File: config.mk
export PLATFORM = sky130hd
export DESIGN_NAME = conv_unit
export DESIGN_NICKNAME = d
export VERILOG_FILES = /design/src/source/conv_pkg.sv /design/src/source/conv_acc_if.sv /design/src/source/conv_datapath.sv /design/src/source/conv_unit.sv /design/src/source/output_shifter.sv /design/src/source/snake_control.sv /design/src/source/step_buffer.sv
export SDC_FILE = /design/constraint.sdc
export NUM_CORES = 1
export LEC_CHECK = 0
export BUFFER_PORTS_ARGS = -buffer_cell sky130_fd_sc_hd__buf_2
export CAP_MARGIN = 20
export CORE_MARGIN = 4
export CORE_UTILIZATION = 57
export DETAILED_ROUTE_END_ITERATION = 10
export MAX_ROUTING_LAYER = met4
export PLACE_DENSITY = 0.77
export SYNTH_ARGS = -nofsm -noshare
export SYNTH_HDL_FRONTEND = slang
export SYNTH_HIERARCHICAL = 1
export SYNTH_SLANG_ARGS = --single-unit
File: constraint.sdc
create_clock -name aclk -period 19.5 [get_ports aclk]
set_clock_uncertainty 0.2 [all_clocks]
set_input_delay 2.925 -clock aclk [delete_from_list [all_inputs] [get_ports aclk]]
set_output_delay 2.925 -clock aclk [all_outputs]
set_load 0.02 [all_outputs]
File: src/source/conv_pkg.sv
// shared widths and delays; kernel width fixed at 3, sums wrap modulo 2^SUM_W, STEP follows ACC_DELAY
`default_nettype none

package conv_pkg;

    // datapath count, one per kernel column
    localparam int KERNEL_W  = 3;
    localparam int KW_BITS   = $clog2(KERNEL_W); // datapath index width

    // operand and sum widths, two's complement
    localparam int PIX_W     = 8;
    localparam int SUM_W     = 24;

    // pipeline depths in enabled clocks
    localparam int MUL_DELAY = 2;
    localparam int ACC_DELAY = 2;

    // skew between neighbouring datapaths
    // one less than ACC_DELAY so the left sum lands one beat after the last product
    localparam int STEP      = ACC_DELAY - 1;

    typedef logic signed [PIX_W-1:0] pix_t;
    typedef logic signed [SUM_W-1:0] sum_t;

    // one bit per datapath
    typedef logic [KERNEL_W-1:0] lane_mask_t;

endpackage

`default_nettype wire

File: src/source/conv_acc_if.sv
// accumulator result of one datapath; valid and last are strobes qualified by that lane's enable
`default_nettype none

interface conv_acc_if import conv_pkg::*; ();

    logic valid;  // sum register holds a fresh word
    logic last;   // word closes a group
    logic is_1x1; // mode travels with the data
    sum_t data;   // running or finished sum

    // driven by the owning datapath
    modport acc (
        output valid, last, is_1x1, data
    );

    // snake control, output shifter, right neighbour
    modport sink (
        input valid, last, is_1x1, data
    );

endinterface

`default_nettype wire

File: src/source/conv_datapath.sv
// one column: multiplier, carry mux (lanes above 0), accumulator; sums wrap at SUM_W bits
`default_nettype none

module conv_datapath import conv_pkg::*; #(
    parameter logic [KW_BITS-1:0] LANE = '0 // datapath index, below KERNEL_W
) (
    input  logic    aclk,
    input  logic    rst,
    input  logic    clken_mul,
    input  logic    clken_acc,
    input  logic    in_valid,
    input  logic    in_last,
    input  logic    in_is_1x1,
    input  pix_t    pixel,
    input  pix_t    weight,
    input  logic    sel,        // take the left neighbour's sum
    conv_acc_if.sink carry,
    output logic    mul_valid,
    output logic    mul_last,
    output logic    mul_is_1x1,
    conv_acc_if.acc acc
);

    localparam int AD = ACC_DELAY - 1; // input stages ahead of the sum register

    logic [MUL_DELAY-1:0] mv_q, ml_q, mo_q;
    sum_t                 md_q [MUL_DELAY];
    logic                 ax_valid, ax_last, ax_is_1x1; // accumulator input
    sum_t                 ax_data;
    logic [AD-1:0]        av_q, al_q, ao_q;
    sum_t                 ad_q [AD];
    logic                 fresh;                         // next word starts a group

    always_ff @(posedge aclk) begin
        if (rst) begin
            mv_q <= '0;
            ml_q <= '0;
            mo_q <= '0;
        end else if (clken_mul) begin
            for (int k = MUL_DELAY - 1; k > 0; k--) begin
                mv_q[k] <= mv_q[k-1];
                ml_q[k] <= ml_q[k-1];
                mo_q[k] <= mo_q[k-1];
            end
            mv_q[0] <= in_valid;
            ml_q[0] <= in_last;
            mo_q[0] <= in_is_1x1;
        end
    end

    always_ff @(posedge aclk) begin
        if (clken_mul) begin
            for (int k = MUL_DELAY - 1; k > 0; k--) begin
                md_q[k] <= md_q[k-1];
            end
            md_q[0] <= sum_t'(pixel) * sum_t'(weight); // full signed product
        end
    end

    assign mul_valid  = mv_q[MUL_DELAY-1];
    assign mul_last   = ml_q[MUL_DELAY-1];
    assign mul_is_1x1 = mo_q[MUL_DELAY-1];

    if (LANE == 0) begin : g_direct
        // leftmost lane, product straight in
        assign ax_valid  = mul_valid & clken_mul;
        assign ax_last   = mul_last;
        assign ax_is_1x1 = mul_is_1x1;
        assign ax_data   = md_q[MUL_DELAY-1];
    end else begin : g_mux
        // registered mux, one extra stage that absorbs the hand-over clock
        always_ff @(posedge aclk) begin
            if (rst) begin
                ax_valid  <= 1'b0;
                ax_last   <= 1'b0;
                ax_is_1x1 <= 1'b0;
            end else if (clken_acc) begin
                ax_valid  <= sel ? (carry.valid & carry.last) : mul_valid;
                ax_last   <= sel ? 1'b0 : mul_last; // carried sum never closes a group
                ax_is_1x1 <= sel ? carry.is_1x1 : mul_is_1x1;
            end
        end

        always_ff @(posedge aclk) begin
            if (clken_acc) begin
                ax_data <= sel ? carry.data : md_q[MUL_DELAY-1];
            end
        end
    end

    always_ff @(posedge aclk) begin
        if (rst) begin
            av_q       <= '0;
            al_q       <= '0;
            ao_q       <= '0;
            fresh      <= 1'b1;
            acc.valid  <= 1'b0;
            acc.last   <= 1'b0;
            acc.is_1x1 <= 1'b0;
        end else if (clken_acc) begin
            for (int k = AD - 1; k > 0; k--) begin
                av_q[k] <= av_q[k-1];
                al_q[k] <= al_q[k-1];
                ao_q[k] <= ao_q[k-1];
            end
            av_q[0]    <= ax_valid;
            al_q[0]    <= ax_last;
            ao_q[0]    <= ax_is_1x1;
            acc.valid  <= av_q[AD-1];
            acc.last   <= av_q[AD-1] & al_q[AD-1];
            acc.is_1x1 <= ao_q[AD-1];
            if (av_q[AD-1]) begin
                fresh <= al_q[AD-1]; // restart after a last
            end
        end
    end

    always_ff @(posedge aclk) begin
        if (clken_acc) begin
            for (int k = AD - 1; k > 0; k--) begin
                ad_q[k] <= ad_q[k-1];
            end
            ad_q[0] <= ax_data;
            if (av_q[AD-1]) begin
                acc.data <= (fresh ? sum_t'(0) : acc.data) + ad_q[AD-1];
            end
        end
    end

endmodule

`default_nettype wire

File: src/source/conv_unit.sv
// top level; m_ready is the clock enable, s_valid must stay high through a run, CIN >= 4
`default_nettype none

module conv_unit import conv_pkg::*; (
    input  logic aclk,
    input  logic rst,
    input  logic s_valid,
    input  logic s_last,
    input  logic s_is_1x1,
    input  pix_t s_pixels  [KERNEL_W],
    input  pix_t s_weights [KERNEL_W],
    output logic s_ready,
    input  logic m_ready,
    output logic m_valid,
    output logic m_last,
    output sum_t m_data
);

    lane_mask_t lane_valid, lane_last, lane_is_1x1;
    pix_t       lane_pixel  [KERNEL_W];
    pix_t       lane_weight [KERNEL_W];
    lane_mask_t mul_valid, mul_last, mul_is_1x1;
    lane_mask_t mux_sel, clken_acc;
    logic       clken_mul;

    conv_acc_if acc_bus [KERNEL_W] ();

    assign s_ready = clken_mul; // drops during each hand-over

    step_buffer i_step (
        .aclk(aclk), .rst(rst), .en(clken_mul),
        .in_valid(s_valid), .in_last(s_last), .in_is_1x1(s_is_1x1),
        .in_pixels(s_pixels), .in_weights(s_weights),
        .lane_valid(lane_valid), .lane_last(lane_last), .lane_is_1x1(lane_is_1x1),
        .lane_pixel(lane_pixel), .lane_weight(lane_weight)
    );

    snake_control i_snake (
        .aclk(aclk), .rst(rst), .m_ready(m_ready),
        .mul_last(mul_last), .mul_valid(mul_valid), .mul_is_1x1(mul_is_1x1),
        .acc(acc_bus), .mux_sel(mux_sel), .clken_mul(clken_mul), .clken_acc(clken_acc)
    );

    for (genvar i = 0; i < KERNEL_W; i++) begin : g_dp
        conv_datapath #(.LANE(KW_BITS'(i))) i_dp (
            .aclk(aclk), .rst(rst), .clken_mul(clken_mul), .clken_acc(clken_acc[i]),
            .in_valid(lane_valid[i]), .in_last(lane_last[i]), .in_is_1x1(lane_is_1x1[i]),
            .pixel(lane_pixel[i]), .weight(lane_weight[i]), .sel(mux_sel[i]),
            .carry(acc_bus[(i == 0) ? 0 : i - 1]), // lane 0 ignores its carry
            .mul_valid(mul_valid[i]), .mul_last(mul_last[i]), .mul_is_1x1(mul_is_1x1[i]),
            .acc(acc_bus[i])
        );
    end

    output_shifter i_out (
        .aclk(aclk), .rst(rst), .m_ready(m_ready), .acc(acc_bus),
        .m_valid(m_valid), .m_last(m_last), .m_data(m_data)
    );

endmodule

`default_nettype wire

File: src/source/output_shifter.sv
// one-shot result strobes and right-to-left shift chain; a result colliding with a shift is lost
`default_nettype none

module output_shifter import conv_pkg::*; (
    input  logic     aclk,
    input  logic     rst,
    input  logic     m_ready,       // shifts only on downstream ready
    conv_acc_if.sink acc [KERNEL_W],
    output logic     m_valid,
    output logic     m_last,
    output sum_t     m_data
);

    lane_mask_t hit;               // finished sum visible
    lane_mask_t hit_q;             // previous enabled clock
    lane_mask_t res;               // first clock of a finished sum
    lane_mask_t nv;                // next stage valid
    lane_mask_t sv_q;              // stage holds a word
    sum_t       nd   [KERNEL_W];
    sum_t       sd_q [KERNEL_W];

    for (genvar i = 0; i < KERNEL_W; i++) begin : g_stage
        // n x m: only the rightmost lane carries a full result
        assign hit[i] = acc[i].valid & acc[i].last & ((i == KERNEL_W - 1) | acc[i].is_1x1);
        assign res[i] = hit[i] & ~hit_q[i]; // held sums during a freeze count once

        if (i < KERNEL_W - 1) begin : g_chain
            assign nv[i] = sv_q[i+1] | res[i];
            assign nd[i] = sv_q[i+1] ? sd_q[i+1] : acc[i].data; // shifting wins
        end else begin : g_end
            assign nv[i] = res[i];
            assign nd[i] = acc[i].data;
        end
    end

    always_ff @(posedge aclk) begin
        if (rst) begin
            sv_q  <= '0;
            hit_q <= '0;
        end else if (m_ready) begin
            sv_q  <= nv;
            hit_q <= hit;
        end
    end

    always_ff @(posedge aclk) begin
        if (m_ready) begin
            for (int i = 0; i < KERNEL_W; i++) begin
                sd_q[i] <= nd[i];
            end
        end
    end

    // every result is a single-word packet
    assign m_valid = sv_q[0];
    assign m_last  = sv_q[0];
    assign m_data  = sd_q[0];

endmodule

`default_nettype wire

File: src/source/snake_control.sv
// hand-over selects and clock enables; relies on CIN >= 4 so hand-overs never overlap a lane-0 sum
`default_nettype none

module snake_control import conv_pkg::*; (
    input  logic       aclk,
    input  logic       rst,
    input  logic       m_ready,       // unit-wide enable
    input  lane_mask_t mul_last,
    input  lane_mask_t mul_valid,
    input  lane_mask_t mul_is_1x1,
    conv_acc_if.sink   acc [KERNEL_W],
    output lane_mask_t mux_sel,
    output logic       clken_mul,
    output lane_mask_t clken_acc
);

    logic [KERNEL_W-1:1] sel_q;      // lane 0 never takes a carry
    logic [KERNEL_W-1:1] sel_load;   // select register enable
    logic [KERNEL_W-1:1] sel_next;
    logic                sel_none;

    assign sel_none     = ~|sel_q;
    assign mux_sel      = {sel_q, 1'b0};
    assign clken_mul    = m_ready & sel_none; // any hand-over freezes all multipliers
    assign clken_acc[0] = clken_mul;

    for (genvar i = 1; i < KERNEL_W; i++) begin : g_sel
        logic src_valid;

        // while selected, wait for the left sum; otherwise watch own multiplier
        assign src_valid = sel_q[i] ? (acc[i-1].valid & acc[i-1].last) : mul_valid[i];

        // only the lane taking the carry keeps running during a hand-over
        assign clken_acc[i] = m_ready & (sel_none | sel_q[i]);

        // update only when this lane's accumulator moves, so a frozen last is not seen early
        assign sel_load[i] = clken_acc[i] & src_valid;
        assign sel_next[i] = mul_last[i] & ~mul_is_1x1[i]; // no snaking in 1x1
    end

    always_ff @(posedge aclk) begin
        if (rst) begin
            sel_q <= '0;
        end else begin
            for (int i = 1; i < KERNEL_W; i++) begin
                if (sel_load[i]) begin
                    sel_q[i] <= sel_next[i]; // rises on last, falls once carry taken
                end
            end
        end
    end

endmodule

`default_nettype wire

File: src/source/step_buffer.sv
// skews each beat so lane i lags 1+i*STEP enabled clocks; bubbles shift along with the data
`default_nettype none

module step_buffer import conv_pkg::*; (
    input  logic       aclk,
    input  logic       rst,
    input  logic       en,          // multiplier enable, freezes with them
    input  logic       in_valid,
    input  logic       in_last,
    input  logic       in_is_1x1,
    input  pix_t       in_pixels   [KERNEL_W],
    input  pix_t       in_weights  [KERNEL_W],
    output lane_mask_t lane_valid,
    output lane_mask_t lane_last,
    output lane_mask_t lane_is_1x1,
    output pix_t       lane_pixel  [KERNEL_W],
    output pix_t       lane_weight [KERNEL_W]
);

    for (genvar i = 0; i < KERNEL_W; i++) begin : g_lane
        localparam int DEPTH = 1 + i * STEP;

        logic [DEPTH-1:0] v_q, l_q, o_q; // control taps, oldest at the top
        pix_t px_q [DEPTH];
        pix_t wt_q [DEPTH];

        always_ff @(posedge aclk) begin
            if (rst) begin
                v_q <= '0;
                l_q <= '0;
                o_q <= '0;
            end else if (en) begin
                for (int k = DEPTH - 1; k > 0; k--) begin
                    v_q[k] <= v_q[k-1];
                    l_q[k] <= l_q[k-1];
                    o_q[k] <= o_q[k-1];
                end
                v_q[0] <= in_valid;
                l_q[0] <= in_last & in_valid; // last only counts on a real beat
                o_q[0] <= in_is_1x1;
            end
        end

        always_ff @(posedge aclk) begin
            if (en) begin
                for (int k = DEPTH - 1; k > 0; k--) begin
                    px_q[k] <= px_q[k-1];
                    wt_q[k] <= wt_q[k-1];
                end
                px_q[0] <= in_pixels[i];
                wt_q[0] <= in_weights[i];
            end
        end

        assign lane_valid[i]  = v_q[DEPTH-1];
        assign lane_last[i]   = l_q[DEPTH-1];
        assign lane_is_1x1[i] = o_q[DEPTH-1];
        assign lane_pixel[i]  = px_q[DEPTH-1];
        assign lane_weight[i] = wt_q[DEPTH-1];
    end

endmodule

`default_nettype wire

== Word level (Yosys, flattened, before mapping) ==
Memories as Yosys holds them, arrays and structs flattened.
Cells that the tools add are included.

* $add $sub $neg: 3
* Multipliers: 3
* Multiplexer cells: 20
* Bitwise operators: 29
* Reductions and logical operators: 5

{| class="wikitable"
|+ Operator list
! operator !! count
|-
| $mux 24 || 7
|-
| $add 24x24->24 || 3
|-
| $mul 8x8->16 || 3
|-
| $and 1x1->1 || 20
|-
| $mux 1 || 13
|-
| $reduce_and 2->1 || 3
|-
| $not 1->1 || 5
|-
| $or 1x1->1 || 4
|-
| $reduce_or 2->1 || 1
|-
| $logic_not 1->1 || 1
|}

* Flip-flop bits (word level): 188
* Bits in writable memories: 384
* Word-level logic and storage cells: 124
* Memories: 13

{| class="wikitable"
|+ Memories
! memory !! depth !! bits a word !! read ports !! clocked after Yosys merged registers in !! wr ports !! RTL line !! source
|-
| i_out.sd_q || 3 || 24 || 3 || 0 || 3 || output_shifter.sv:20 || <nowiki>sum_t sd_q [KERNEL_W];</nowiki>
|-
| g_dp[0].i_dp.md_q || 2 || 24 || 2 || 0 || 2 || conv_datapath.sv:27 || <nowiki>sum_t md_q [MUL_DELAY];</nowiki>
|-
| g_dp[1].i_dp.md_q || 2 || 24 || 2 || 0 || 2 || conv_datapath.sv:27 ||
|-
| g_dp[2].i_dp.md_q || 2 || 24 || 2 || 0 || 2 || conv_datapath.sv:27 ||
|-
| g_dp[0].i_dp.ad_q || 1 || 24 || 1 || 0 || 1 || conv_datapath.sv:31 || <nowiki>sum_t ad_q [AD];</nowiki>
|-
| g_dp[1].i_dp.ad_q || 1 || 24 || 1 || 0 || 1 || conv_datapath.sv:31 ||
|-
| 7 more memories || - || - || - || - || - || - ||
|}

== Logic depth before layout (Yosys ltp) ==
* Depth in word-level cells: 6
* Mapped depth: 18
* Depth with buffers taken out: 17

== Hierarchy ==
Netlist, hierarchy kept.

{| class="wikitable"
|+ By module, submodules not included
! module !! times used !! cells each !! area each (um^2)
|-
| conv_datapath (g_dp[1].i_dp) || 1 || 663 || 7802.5
|-
| conv_datapath (g_dp[2].i_dp) || 1 || 654 || 7708.6
|-
| conv_datapath (g_dp[0].i_dp) || 1 || 600 || 6563.8
|-
| step_buffer || 1 || 161 || 3470.8
|-
| output_shifter || 1 || 178 || 3369.5
|-
| snake_control || 1 || 21 || 182.7
|}

== Least setup slack after synthesis ==
OpenSTA, ideal clock, no wires.

* Path type: input port to flip-flop
* Start point: input port m_ready
* End point: register g_dp[0].i_dp.acc.data[0], enable pin
* Setup time: 379 ps
* Arrival: 19980 ps
* Data required time: 18921 ps
* Slack: -1059 ps
* Cell stages on the path: 5
* Cell sequence: nor3b_1 > buf_4 > clkbuf_1 > nand2_1 > inv_1

* Cells in the longest elaborated chain, start to end: 2

{| class="wikitable"
|+ Ends and longest elaborated chain
! item !! RTL line !! source
|-
| from (decl) || conv_unit.sv:13 || <nowiki>input logic m_ready,</nowiki>
|-
| $and 1x1->1 || snake_control.sv:24 || <nowiki>assign clken_mul = m_ready & sel_none;</nowiki>
|-
| via clken_acc[0] || conv_unit.sv:23 || <nowiki>lane_mask_t mux_sel, clken_acc;</nowiki>
|-
| $reduce_and 2->1 (no source line) || - ||
|-
| to (signal assigned) || conv_datapath.sv:125 || <nowiki>acc.data <= (fresh ? sum_t'(0) : acc.data) + ad_q[AD-1];</nowiki>
|-
| to (decl) || conv_acc_if.sv:13 || <nowiki>output valid, last, is_1x1, data</nowiki>
|}

The timed path passes the listed nets, and every way through them passes these cells.
A chain may end at the register's enable or synchronous reset.

== Worst setup path in the final report ==
* Start point: input port m_ready
* End point: output port s_ready

* Cells in the longest elaborated chain, start to end: 1

{| class="wikitable"
|+ Ends and longest elaborated chain
! item !! RTL line !! source
|-
| $and 1x1->1 || snake_control.sv:24 ||
|-
| to (decl) || conv_unit.sv:12 || <nowiki>output logic s_ready,</nowiki>
|}

No other way between the ends.

==> qor.txt <==
fin worst setup slack - 12140 ps
final core occ - 62.55%
setup TNS - 0 ps
r2r endpoint - g_dp[0].i_dp/md_q[0][23]
FMAX - 135.9 MHz
commonest non-fill, non-tap cell in the layout - edfxtp_1
final worst path period need - 7357 ps
Hold EP - g_dp[0].i_dp/ad_q[0][5]
Vias/cell - 5.382
Syn Inst Count - 2265
H-tree depth - 2
CTS root buf - clkbuf_16
critical path type - input pin to primary output
CTS Buf Count - 52
number of global-route vias before repair - 16960
HP Class - flop to flop
final setup violation count - 0
antenna viol nets, final - 0
postcts setup bufs - 0
reg2reg setup slack - 14400 ps
most frequent cells in the layout - 448 x edfxtp_1, 268 x inv_1, 168 x fa_1, 156 x ha_1, 139 x nand2_1
Slew @ Worst Pin - 1141 ps
Post-Syn Area - 28980 sq um
period utilization - 37.73%
initial antenna violation count - 0
Startpoint Class - input pin
Final nets - 2693
IO Pins - 81
TritonCTS clock tree - done
CP required - 16380 ps
Die X-Extent - 233.5 microns
Starting Density - 57.76%
Syn Area/Cell - 12.79 sq um
RSZ-0062 raised after global routing - no
status - completed
Worst Path Arrival - 4230 ps
Post-Place Setup Slack - 12150 ps
final WL - 52.10 mm
Resized Gates After CTS - 0
R2R depth - 17
worst vdd ir - 0.08798 mV
first-pass GRT wire length - 85.17 mm
DRT iter0 DRCs - 913
clk buf depth - 3
Die Ht - 233.5 microns
syn nets - 2643
Hold-fix buffers, CTS - 0
global route overflow - 0
Worst setup EP type - primary output
DRC - 0
Placeable Area - 50170 sq um
P_leak - 0.01295 uW
DR vias - 16300
R2R Path Start - i_step/g_lane[0].px_q[0][3]
Sink Count - 507
Port-buffer cells - 80
Syn-to-layout area delta - 8.299%
Relative slew margins - 23.94%
max_cap viols - 0
diodes inserted - 0
synth warn - 6
worst skew pair latency - 600 ps
gp weighted congestion - 0.8898
pins over their slew limit - 0
proportion of layout cells with a drive suffix above 1 - 12.69%
Final Hold Viols - 0
clock slew at reported path FFs - 70 ps
Fin Hold WS - 210.8 ps
Hold Path Depth - 0
WL/cell - 17.20 microns
Tot GR Track Use - 20.06%
Core Rows - 82
area of the die - 54510 sq um
largest net degree at the start of global routing - 191
drt pass-1 iters - 5
Cell Pwr Density - 113.6 nW/um^2
Min-Delay Startpoint - g_dp[0].i_dp/md_q[0][29]
Worst Path Max Fanout - 53
Final HPWL DP - 37.45 mm
==> report_power, final <==
group / total (uW) / switching, uW / internal [uW]
clock: 940 / 408 / 531
combinational: 1170 / 638 / 535
sequential: 1450 / 53.0 / 1400
total: 3570 / 1100 / 2470
==> flip-flops by register name, summed over array words and instances (netlist names), 3 cells and up <==
signal / count
g_dp.i_dp/mv_q: 6
i_out/hit_q: 3
g_dp.i_dp/acc.valid: 3
i_step/g_lane.v_q: 3
g_dp.i_dp/av_q: 3
g_dp.i_dp/ax_data: 48
i_step/g_lane.px_q: 48
i_step/g_lane.wt_q: 48
g_dp.i_dp/acc.last: 3
g_dp.i_dp/mo_q: 6
g_dp.i_dp/acc.data: 72
i_step/g_lane.l_q: 3
g_dp.i_dp/fresh: 3
i_step/g_lane.o_q: 3
g_dp.i_dp/ad_q: 64
g_dp.i_dp/ml_q: 6
i_out/sd_q: 72
g_dp.i_dp/md_q: 96
g_dp.i_dp/al_q: 3
i_out/sv_q: 3
==> worst max-delay path: stages <==
cell and delay [ps]:
buf_4 570, nor3b_4 450, buf_2 240
==> layer usage <==
metal	share of wire (%)	GRT usage, %	vias to the layer above
met4	3.1	6.276	0
met2	48	32.05	394
met1	44	26.67	7990
li1	-	-	7810
met5	0	-	-
met3	5.2	3.354	102
==> worst max path at each step <==
stage,cells after the start,endpoint,startpoint
2_1_floorplan,1,s_ready,m_ready
3_3_place_gp,3,s_ready,m_ready
3_5_place_dp,3,s_ready,m_ready
4_1_cts,3,s_ready,m_ready
5_1_grt,3,s_ready,m_ready
6_report,3,s_ready,m_ready
==> per-stage QoR <==
step / area (sq um) / total power (uW) / cells
after floorplan: 28980 / 2422 / 2265
after global placement: 29670 / 2599 / 2929
after detailed placement: 29670 / 2653 / 2929
after CTS: 31280 / 3609 / 3024
after global routing: 31380 / 3830 / 3028
final: 31380 / 3567 / 3028
==> area by class of cell <==
type,count,area [sq um]
clock buffers,60,1331
clock inverters,35,281.5
fillers,3759,18790
inverters,271,1017
multi-input cells,1388,12680
flip-flops and latches,507,14630
well taps,672,840.8
repair buffers,95,600.6
Power figures use the tool's default switching activity.
